$ cat src/logic/fp_add_macros.svh
// ##########################################################
// width, tag and constant macros for the fp add/sub unit
// ##########################################################
`ifndef FP_ADD_MACROS_SVH
`define FP_ADD_MACROS_SVH

// single precision field widths
`define FP_EXPO_WIDTH 8
`define FP_FRAC_WIDTH 23

// guard, round and sticky
`define FP_GRS_WIDTH 3

// issue tag width
`define FP_ID_WIDTH 4

// quiet nan returned for every nan result
`define FP_CANONICAL_NAN 32'h7fc0_0000

// shift distance from which the smaller operand only feeds sticky
// mantissa width plus guard and round
`define FP_ALIGN_LIMIT 26

`endif

$ cat src/logic/fp_format_pkg.sv
// ##########################################################
// number format types: word, fields and adder intermediates
// ##########################################################
`include "fp_add_macros.svh"

package fp_format_pkg;

  // packed sign, exponent, fraction
  typedef logic [`FP_EXPO_WIDTH+`FP_FRAC_WIDTH:0] fp_word_t;

  // biased exponent
  typedef logic [`FP_EXPO_WIDTH-1:0] expo_t;

  // stored fraction, no hidden bit
  typedef logic [`FP_FRAC_WIDTH-1:0] frac_t;

  // hidden bit on top of the fraction
  typedef logic [`FP_FRAC_WIDTH:0] mant_t;

  // guard, round, sticky in that order
  typedef logic [`FP_GRS_WIDTH-1:0] grs_t;

  // carry bit above the mantissa
  typedef logic [`FP_FRAC_WIDTH+1:0] sum_t;

  // left shift for the normalizer, 0..24
  typedef logic [4:0] clz_t;

endpackage

$ cat src/logic/fp_op_pkg.sv
// ##########################################################
// operation types: opcode, rounding mode, tag, operand class
// ##########################################################
`include "fp_add_macros.svh"

package fp_op_pkg;

  // add or subtract
  typedef enum logic {
    FADD = 1'b0,
    FSUB = 1'b1
  } fp_op_t;

  // riscv style rounding mode field
  typedef logic [2:0] rm_t;

  // round toward minus infinity
  localparam rm_t RM_RDN = 3'd2;

  // issue tag, returned with the result
  typedef logic [`FP_ID_WIDTH-1:0] id_t;

  // zero and subnormal count as normal here
  typedef enum logic [1:0] {
    CLASS_NORMAL,
    CLASS_INF,
    CLASS_QNAN,
    CLASS_SNAN
  } fp_class_t;

endpackage

$ cat src/logic/fp_add_unit.sv
// ##########################################################
// fp add/sub unit top: align, add and writeback chain
// ##########################################################
`timescale 1ns/1ps

module fp_add_unit
  import fp_format_pkg::*;
  import fp_op_pkg::*;
(
  input  logic     clk,
  input  logic     arst_n,
  input  logic     issue_valid,
  output logic     issue_ready,
  input  fp_op_t   issue_op,
  input  rm_t      issue_rm,
  input  id_t      issue_id,
  input  fp_word_t issue_rs1,
  input  fp_word_t issue_rs2,
  output logic     wb_done,
  input  logic     wb_ack,
  output id_t      wb_id,
  output rm_t      wb_rm,
  output fp_word_t wb_rd,
  output grs_t     wb_grs,
  output logic     wb_carry,
  output logic     wb_hidden,
  output clz_t     wb_clz,
  output logic     wb_invalid
);

  // stage 1 fields
  logic  s1_valid, s1_advance;
  id_t   s1_id;
  rm_t   s1_rm;
  logic  s1_big_sign, s1_subtract, s1_expo_equal;
  expo_t s1_big_expo;
  mant_t s1_big_mant, s1_small_aligned;
  grs_t  s1_small_grs;
  logic  s1_result_nan, s1_result_inf, s1_inf_sign, s1_invalid;

  // stage 2 fields
  logic  s2_valid, s2_advance;
  id_t   s2_id;
  rm_t   s2_rm;
  logic  s2_sign;
  expo_t s2_expo;
  sum_t  s2_sum;
  grs_t  s2_grs;
  logic  s2_result_nan, s2_result_inf, s2_inf_sign, s2_invalid;

  // accept whenever stage 1 can move
  assign issue_ready = s1_advance;

  fp_operand_align align_i (.*);

  fp_mant_adder adder_i (.*);

  fp_add_writeback writeback_i (.*);

endmodule

$ cat src/logic/fp_add_writeback.sv
// ##########################################################
// writeback: leading zero count, special results, done/ack
// ##########################################################
`timescale 1ns/1ps
`include "fp_add_macros.svh"

module fp_add_writeback
  import fp_format_pkg::*;
  import fp_op_pkg::*;
(
  input  logic     s2_valid,
  input  id_t      s2_id,
  input  rm_t      s2_rm,
  input  logic     s2_sign,
  input  expo_t    s2_expo,
  input  sum_t     s2_sum,
  input  grs_t     s2_grs,
  input  logic     s2_result_nan,
  input  logic     s2_result_inf,
  input  logic     s2_inf_sign,
  input  logic     s2_invalid,
  input  logic     wb_ack,
  output logic     s2_advance,
  output logic     wb_done,
  output id_t      wb_id,
  output rm_t      wb_rm,
  output fp_word_t wb_rd,
  output grs_t     wb_grs,
  output logic     wb_carry,
  output logic     wb_hidden,
  output clz_t     wb_clz,
  output logic     wb_invalid
);

  clz_t clz;

  // stage 2 register is the output register
  assign wb_done    = s2_valid;
  assign s2_advance = ~s2_valid | wb_ack;

  // highest set bit below the carry wins, 24 when all clear
  always_comb begin
    clz = 5'd24;
    for (int i = 0; i <= `FP_FRAC_WIDTH; i++) begin
      if (s2_sum[i]) begin
        clz = 5'(`FP_FRAC_WIDTH - i);
      end
    end
  end

  // nan beats infinity, both override the sum
  always_comb begin
    if (s2_result_nan) begin
      wb_rd = `FP_CANONICAL_NAN;
    end else if (s2_result_inf) begin
      wb_rd = {s2_inf_sign, {`FP_EXPO_WIDTH{1'b1}}, {`FP_FRAC_WIDTH{1'b0}}};
    end else begin
      wb_rd = {s2_sign, s2_expo, s2_sum[`FP_FRAC_WIDTH-1:0]};
    end
  end

  // fields for the external normalizer and rounder
  assign wb_id      = s2_id;
  assign wb_rm      = s2_rm;
  assign wb_grs     = s2_grs;
  assign wb_carry   = s2_sum[`FP_FRAC_WIDTH+1];
  assign wb_hidden  = s2_sum[`FP_FRAC_WIDTH];
  assign wb_clz     = clz;
  assign wb_invalid = s2_invalid;

endmodule

$ cat src/logic/fp_mant_adder.sv
// ##########################################################
// stage 2: ones-complement add/sub, sign and zero, register
// ##########################################################
`timescale 1ns/1ps
`include "fp_add_macros.svh"

module fp_mant_adder
  import fp_format_pkg::*;
  import fp_op_pkg::*;
(
  input  logic  clk,
  input  logic  arst_n,
  input  logic  s1_valid,
  input  id_t   s1_id,
  input  rm_t   s1_rm,
  input  logic  s1_big_sign,
  input  expo_t s1_big_expo,
  input  mant_t s1_big_mant,
  input  mant_t s1_small_aligned,
  input  grs_t  s1_small_grs,
  input  logic  s1_subtract,
  input  logic  s1_expo_equal,
  input  logic  s1_result_nan,
  input  logic  s1_result_inf,
  input  logic  s1_inf_sign,
  input  logic  s1_invalid,
  input  logic  s2_advance,
  output logic  s1_advance,
  output logic  s2_valid,
  output id_t   s2_id,
  output rm_t   s2_rm,
  output logic  s2_sign,
  output expo_t s2_expo,
  output sum_t  s2_sum,
  output grs_t  s2_grs,
  output logic  s2_result_nan,
  output logic  s2_result_inf,
  output logic  s2_inf_sign,
  output logic  s2_invalid
);

  // carry, mantissa, grs
  localparam int ADD_W = 1 + `FP_FRAC_WIDTH + 1 + `FP_GRS_WIDTH;

  logic [ADD_W-1:0] op_a, op_b, op_b_inv, mag;
  logic [ADD_W:0]   raw;
  logic             negative;
  logic             zero_diff;
  logic             sign;
  expo_t            expo;

  // stage 1 moves when empty or when stage 2 makes room
  assign s1_advance = ~s1_valid | s2_advance;

  assign op_a     = {1'b0, s1_big_mant, {`FP_GRS_WIDTH{1'b0}}};
  assign op_b     = {1'b0, s1_small_aligned, s1_small_grs};
  assign op_b_inv = s1_subtract ? ~op_b : op_b;
  assign raw      = {1'b0, op_a} + {1'b0, op_b_inv};

  // no carry out on a subtract means b was at least a
  assign negative = s1_subtract & ~raw[ADD_W];

  always_comb begin
    if (!s1_subtract) begin
      mag = raw[ADD_W-1:0];
    end else if (raw[ADD_W]) begin
      // end-around carry
      mag = raw[ADD_W-1:0] + 1'b1;
    end else begin
      // complement gives b - a directly
      mag = ~raw[ADD_W-1:0];
    end
  end

  // exact cancellation, sign from rounding mode
  assign zero_diff = s1_subtract & s1_expo_equal & (mag == '0);
  assign sign      = zero_diff ? (s1_rm == RM_RDN) : (s1_big_sign ^ negative);
  assign expo      = zero_diff ? '0 : s1_big_expo;

  always_ff @(posedge clk or negedge arst_n) begin
    if (!arst_n) begin
      s2_valid <= 1'b0;
    end else if (s2_advance) begin
      s2_valid <= s1_valid;
    end
  end

  always_ff @(posedge clk) begin
    if (s2_advance) begin
      s2_id         <= s1_id;
      s2_rm         <= s1_rm;
      s2_sign       <= sign;
      s2_expo       <= expo;
      s2_sum        <= mag[ADD_W-1:`FP_GRS_WIDTH];
      s2_grs        <= mag[`FP_GRS_WIDTH-1:0];
      s2_result_nan <= s1_result_nan;
      s2_result_inf <= s1_result_inf;
      s2_inf_sign   <= s1_inf_sign;
      s2_invalid    <= s1_invalid;
    end
  end

endmodule

$ cat src/logic/fp_operand_align.sv
// ##########################################################
// stage 1: unpack, classify, swap and align, with register
// ##########################################################
`timescale 1ns/1ps
`include "fp_add_macros.svh"

module fp_operand_align
  import fp_format_pkg::*;
  import fp_op_pkg::*;
(
  input  logic     clk,
  input  logic     arst_n,
  input  logic     issue_valid,
  input  fp_op_t   issue_op,
  input  rm_t      issue_rm,
  input  id_t      issue_id,
  input  fp_word_t issue_rs1,
  input  fp_word_t issue_rs2,
  input  logic     s1_advance,
  output logic     s1_valid,
  output id_t      s1_id,
  output rm_t      s1_rm,
  output logic     s1_big_sign,
  output expo_t    s1_big_expo,
  output mant_t    s1_big_mant,
  output mant_t    s1_small_aligned,
  output grs_t     s1_small_grs,
  output logic     s1_subtract,
  output logic     s1_expo_equal,
  output logic     s1_result_nan,
  output logic     s1_result_inf,
  output logic     s1_inf_sign,
  output logic     s1_invalid
);

  localparam int MANT_W  = `FP_FRAC_WIDTH + 1;
  localparam int SHIFT_W = MANT_W + `FP_ALIGN_LIMIT;

  logic      sign_a, sign_b;
  expo_t     expo_a, expo_b;
  frac_t     frac_a, frac_b;
  mant_t     mant_a, mant_b;
  fp_class_t class_a, class_b;
  logic      inf_a, inf_b, nan_a, nan_b, snan_a, snan_b;
  logic      swap;
  logic      big_sign;
  expo_t     big_expo, small_expo, expo_diff;
  mant_t     big_mant, small_mant, small_aligned;
  logic      far_shift;
  logic [SHIFT_W-1:0] shifted;
  grs_t      small_grs;
  logic      invalid, result_nan, result_inf, inf_sign;

  // exponent all ones marks inf or nan, fraction msb marks quiet
  function automatic fp_class_t classify(input expo_t expo, input frac_t frac);
    fp_class_t cls;
    if (expo != '1) begin
      cls = CLASS_NORMAL;
    end else if (frac == '0) begin
      cls = CLASS_INF;
    end else if (frac[`FP_FRAC_WIDTH-1]) begin
      cls = CLASS_QNAN;
    end else begin
      cls = CLASS_SNAN;
    end
    return cls;
  endfunction

  // unpack, subtract flips the second sign
  assign sign_a = issue_rs1[`FP_EXPO_WIDTH+`FP_FRAC_WIDTH];
  assign sign_b = issue_rs2[`FP_EXPO_WIDTH+`FP_FRAC_WIDTH] ^ (issue_op == FSUB);
  assign expo_a = issue_rs1[`FP_FRAC_WIDTH +: `FP_EXPO_WIDTH];
  assign expo_b = issue_rs2[`FP_FRAC_WIDTH +: `FP_EXPO_WIDTH];
  assign frac_a = issue_rs1[`FP_FRAC_WIDTH-1:0];
  assign frac_b = issue_rs2[`FP_FRAC_WIDTH-1:0];

  // subnormals get hidden bit 0, exponent field kept as is
  assign mant_a = {expo_a != '0, frac_a};
  assign mant_b = {expo_b != '0, frac_b};

  assign class_a = classify(expo_a, frac_a);
  assign class_b = classify(expo_b, frac_b);
  assign inf_a   = class_a == CLASS_INF;
  assign inf_b   = class_b == CLASS_INF;
  assign snan_a  = class_a == CLASS_SNAN;
  assign snan_b  = class_b == CLASS_SNAN;
  assign nan_a   = snan_a | (class_a == CLASS_QNAN);
  assign nan_b   = snan_b | (class_b == CLASS_QNAN);

  // signalling nan, or infinities cancelling each other
  assign invalid    = snan_a | snan_b | (inf_a & inf_b & (sign_a ^ sign_b));
  assign result_nan = nan_a | nan_b | invalid;
  assign result_inf = (inf_a | inf_b) & ~result_nan;
  assign inf_sign   = inf_a ? sign_a : sign_b;

  // larger exponent goes first
  assign swap       = expo_b > expo_a;
  assign big_sign   = swap ? sign_b : sign_a;
  assign big_expo   = swap ? expo_b : expo_a;
  assign big_mant   = swap ? mant_b : mant_a;
  assign small_expo = swap ? expo_a : expo_b;
  assign small_mant = swap ? mant_a : mant_b;
  assign expo_diff  = big_expo - small_expo;
  assign far_shift  = expo_diff >= `FP_ALIGN_LIMIT;

  // below the limit nothing falls off the low end of this vector
  assign shifted = {small_mant, {`FP_ALIGN_LIMIT{1'b0}}} >> expo_diff;

  always_comb begin
    if (far_shift) begin
      // whole operand collapses into sticky
      small_aligned = '0;
      small_grs     = {2'b00, |small_mant};
    end else begin
      small_aligned = shifted[SHIFT_W-1 -: MANT_W];
      small_grs     = {shifted[`FP_ALIGN_LIMIT-1],
                       shifted[`FP_ALIGN_LIMIT-2],
                       |shifted[`FP_ALIGN_LIMIT-3:0]};
    end
  end

  always_ff @(posedge clk or negedge arst_n) begin
    if (!arst_n) begin
      s1_valid <= 1'b0;
    end else if (s1_advance) begin
      s1_valid <= issue_valid;
    end
  end

  // payload follows the valid bit
  always_ff @(posedge clk) begin
    if (s1_advance) begin
      s1_id            <= issue_id;
      s1_rm            <= issue_rm;
      s1_big_sign      <= big_sign;
      s1_big_expo      <= big_expo;
      s1_big_mant      <= big_mant;
      s1_small_aligned <= small_aligned;
      s1_small_grs     <= small_grs;
      s1_subtract      <= sign_a ^ sign_b;
      s1_expo_equal    <= expo_a == expo_b;
      s1_result_nan    <= result_nan;
      s1_result_inf    <= result_inf;
      s1_inf_sign      <= inf_sign;
      s1_invalid       <= invalid;
    end
  end

endmodule

$ cat config.mk
export PLATFORM = sky130hd
export DESIGN_NAME = fp_add_unit
export DESIGN_NICKNAME = d
export VERILOG_FILES = /design/src/logic/fp_format_pkg.sv /design/src/logic/fp_op_pkg.sv /design/src/logic/fp_add_unit.sv /design/src/logic/fp_add_writeback.sv /design/src/logic/fp_mant_adder.sv /design/src/logic/fp_operand_align.sv
export VERILOG_INCLUDE_DIRS = /design/src /design/src/logic
export SDC_FILE = /design/constraint.sdc
export NUM_CORES = 1
export LEC_CHECK = 0
export BUFFER_PORTS_ARGS = -buffer_cell sky130_fd_sc_hd__buf_4
export CAP_MARGIN = 20
export CELL_PAD_IN_SITES_DETAIL_PLACEMENT = 1
export CELL_PAD_IN_SITES_GLOBAL_PLACEMENT = 1
export CORE_MARGIN = 1.5
export CORE_UTILIZATION = 45
export DETAILED_ROUTE_END_ITERATION = 10
export GPL_ROUTABILITY_DRIVEN = 0
export PLACE_DENSITY = 0.84
export RECOVER_POWER = 50
export SYNTH_ARGS = -nofsm -noshare
export SYNTH_HDL_FRONTEND = slang
export SYNTH_HIERARCHICAL = 1
export SYNTH_SLANG_ARGS = --single-unit
$ cat constraint.sdc
create_clock -name clk -period 15.1 [get_ports clk]
set_input_delay 3.02 -clock clk [delete_from_list [all_inputs] [get_ports clk]]
set_output_delay 3.02 -clock clk [all_outputs]
set_load 0.01 [all_outputs]
==> summary.md <==
| Metric | Value |
|---|---|
| Mean Syn Cell Area | 8.97 µm² |
| Final wirelength | 39,300 µm |
| Multi-input gate area | 6970 µm² |
| Most common cell after layout, fill and taps aside | nand2_1 |
| Root Buffer | clkbuf_16 |
| Multiplexer share of the synthesized area | 0.0907 |
| CTS buffer count | 17 |
| RSZ-0062 raised after global routing | no |
| Simple-gate portion of the synthesized area | 0.237 |
| CP arrival | 8430 ps |
| Drc violations | 0 |
| Vias after detailed routing | 10,776 |
| Fin crit share | 0.548 |
| Rows | 57 |
| Largest net degree at the start of global routing | 69 |
| Max Cap Viol | 3 |
| Largest family of logic cells by synthesized area | simple AND/OR/NAND/NOR gates |
| PwrDens | 166 nW/µm² |
| Synth Area in Adders | 0.0409 |
| Worst path max stage delay | 570 ps |
| Pleak | 5.00 nW |
| Gr usage total | 0.304 |
| Area after DPL | 12,200 µm² |
| Wirelength per Cell | 23.7 µm |
| Fillers | 2,861 |
| Iter 0 DRT Violations | 1,072 |
| Crit path launch type | input pin |
| Clock sinks | 123 |
| I/O pins | 128 |
| CTS H-Tree Depth | 4 |
| CTS resizes | 0 |
| Compound-Gate Fraction of Synth Area | 0.192 |
| CP required | 15,260 ps |
| Post-Layout Inst Area | 12,700 µm² |
| Worst-margin pin slew | 3890 ps |
| TritonCTS clock tree | done |
| Maximum vdd ir drop | 93.5 µV |
| Hold_buf cts | 0 |
| Critical path class | in -> reg |
| Clk pin slew, worst setup/hold paths | 70 ps |
| Vias per std cell | 6.48 |
| XOR/XNOR Fraction of Synth Area | 0.0609 |
| Final setup TNS | 0 ps |
| First-pass GRT wire length | 61,300 µm |
| Port Buffer Count | 127 |
| Setup Fix Bufs, Post-CTS | 0 |
| Layout cells sized above 1 | 0.173 |
| Ys Warns | 6 |
| Max-slew headroom | -1.59 |
| Final hold vios | 0 |
| Register area share after synthesis | 0.329 |
| Crit path time final | 8280 ps |
| Antenna-violating nets left | 0 |
| Cell Chain, Critical Path | buf_4 > inv_1 > ha_1 > nand2_1 > o21bai_4 > a21o_1 > a21oi_4 > buf_4 > mux2i_1 > ha_1 > buf_4 > inv_1 > nand2_1 > o22ai_1 > mux2_2 > a221o_1 > o21ai_0 > a2111oi_0 > nand4_1 > nand2_1 > a31o_1 > o211ai_1 |
| Area delta synth->final | 13.6% |
| Longest Clk Path Bufs | 2 |
| Most used DFF post-synth | edfxtp_1 |
| Failing checks | capacitance limit, slew limit |
| FFs w/ async S/R, synth | 0.0163 |
| Outcome | finished with violations |
| CORE AREA | 24,400 µm² |
| Max Fclk | 121 MHz |
| Die X | 161 µm |
| Clock Latency Late Sink | 440 ps |
| Netlist cell types | 102 |
| Hold Crit Class | reg -> reg |
| Full die area | 25,900 µm² |
| Fin nets | 1,437 |
| Post-DP HPWL | 29,700 µm |
| #FFs+latches synth | 123 |
| Detailed Routing Iterations Pass 1 | 7 |
| Setup crit end kind | flip-flop |
| Syn Nets | 1,361 |
| Slew Limit Fails | 154 |
| Final setup viols | 0 |
| Max FO, Critical Path | 41 |
| Commonest cells after routing, fill and taps aside | nand2_1 (192), edfxtp_1 (121), buf_4 (110) |
| Worst path slowest cell | inv_1 |
| Sequential Area | 3680 µm² |
| Number of global-route vias before repair | 10,997 |
| DIE HEIGHT | 161 µm |
| Initial antenna violation count | 1 |
| Post-synth EDFFs | 121 |
| Starting Density | 0.459 |
| Post-Syn Area | 11,200 µm² |
| Total grt overflow | 0 |
| Layout Skew | 12.4 ps |
| Mapped Cells | 1,249 |
## flip-flops by register name, indices dropped and copies added (netlist names), 3 cells and up
signal / count
align_i/s1_small_aligned: 24
adder_i/s2_expo: 8
adder_i/s2_id: 4
adder_i/s2_grs: 3
align_i/s1_big_expo: 8
align_i/s1_big_mant: 24
align_i/s1_rm: 3
align_i/s1_id: 4
align_i/s1_small_grs: 3
adder_i/s2_sum: 25
adder_i/s2_rm: 3
## cells in the mapped netlist (6+ instances only)
cell,instances,area share
a211oi_1,12,0.0080
a21o_1,8,0.0054
a21oi_1,65,0.029
a221o_1,6,0.0054
a221oi_1,13,0.010
a22oi_1,6,0.0040
a31oi_1,13,0.0073
and2_1,37,0.021
and3_1,7,0.0039
buf_1,7,0.0023
buf_2,13,0.0058
buf_4,23,0.015
clkbuf_1,33,0.011
edfxtp_1,121,0.32
ha_1,35,0.039
inv_1,33,0.011
mux2_2,20,0.020
mux2i_1,34,0.030
mux4_2,20,0.040
nand2_1,192,0.064
nand3_1,32,0.014
nand4_1,18,0.010
nor2_1,92,0.031
nor2b_1,9,0.0050
nor3_1,36,0.016
nor4_1,26,0.015
o2111ai_1,6,0.0047
o211a_1,7,0.0063
o211ai_1,21,0.014
o21a_1,6,0.0040
o21ai_0,50,0.022
o22ai_1,11,0.0061
or2_2,7,0.0039
or3_1,20,0.011
xnor2_1,38,0.030
xor2_1,38,0.030
## path summary, 6_finish.rpt
| path | startpoint | end | slack (ps) | cells past startpoint |
|---|---|---|---|---|
| hold reg to reg | align_i/s1_id[3] | adder_i/s2_id[3] | 420 | 0 |
| setup reg to reg | align_i/s1_subtract | adder_i/s2_expo[6] | 7960 | 14 |
| hold / removal | align_i/s1_id[3] | adder_i/s2_id[3] | 420 | 0 |
| min in group asynchronous | arst_n | adder_i/s2_valid | 2360 | 1 |
| setup / recovery | issue_rs1[25] | align_i/s1_small_grs[0] | 6820 | 22 |
| max in group asynchronous | arst_n | align_i/s1_valid | 12610 | 1 |
## per-layer routing
metal | vias up | track usage | routed length [µm]
li1 | 4852 | - | -
met1 | 5253 | 0.375 | 15900
met2 | 534 | 0.522 | 19100
met3 | 137 | 0.0488 | 2660
met4 | 0 | 0.140 | 1660
met5 | - | 0 | 0
## final cells by class
| type | instances | area share |
|---|---|---|
| timing repair buffer | 138 | 0.0755 |
| sequential | 123 | 0.289 |
| multi-input combinational | 1011 | 0.547 |
| clock inverter | 15 | 0.0121 |
| tap | 324 | 0.0318 |
| inverter | 34 | 0.0101 |
| antenna | 1 | 0.000197 |
| clock buffer | 17 | 0.0334 |
## stage by stage
stage | utilization | instances | setup slack (ps) | hold WS, ps | power (mW)
after floorplan | - | 1249 | 5810 | 400 | 1.34
after global placement | 0.502 | 1630 | 6760 | 401 | 1.63
after detailed placement | 0.502 | 1630 | 6560 | 410 | 1.67
after CTS | 0.525 | 1662 | 7010 | 417 | 2.10
after global routing | 0.522 | 1662 | 6530 | 431 | 2.22
final | 0.522 | 1663 | 6820 | 419 | 2.11
## worst max-delay path, delay by kind of cell
family                   cells  cell delay [ps]
AO/OA/AOI/OAI                9             1930
adder cells (fa/ha/maj)      2              760
buffers and inverters        5             1460
multiplexers                 2              430
AND/OR/NAND/NOR              4              810
## cell families after synthesis
kind of cell             count (synthesis)
AND/OR/NAND/NOR                        526
buffers and inverters                  115
AO/OA/AOI/OAI                          298
XOR/XNOR                                77
multiplexers                            74
adder cells (fa/ha/maj)                 36
flip-flops                             123
## power by group
group / switching [mW] / internal, mW / total, mW
Clock: 0.182 / 0.233 / 0.415
Sequential: 0.0591 / 0.490 / 0.549
Combinational: 0.722 / 0.429 / 1.15
Total: 0.963 / 1.15 / 2.11
Power figures use the tool's default switching activity.
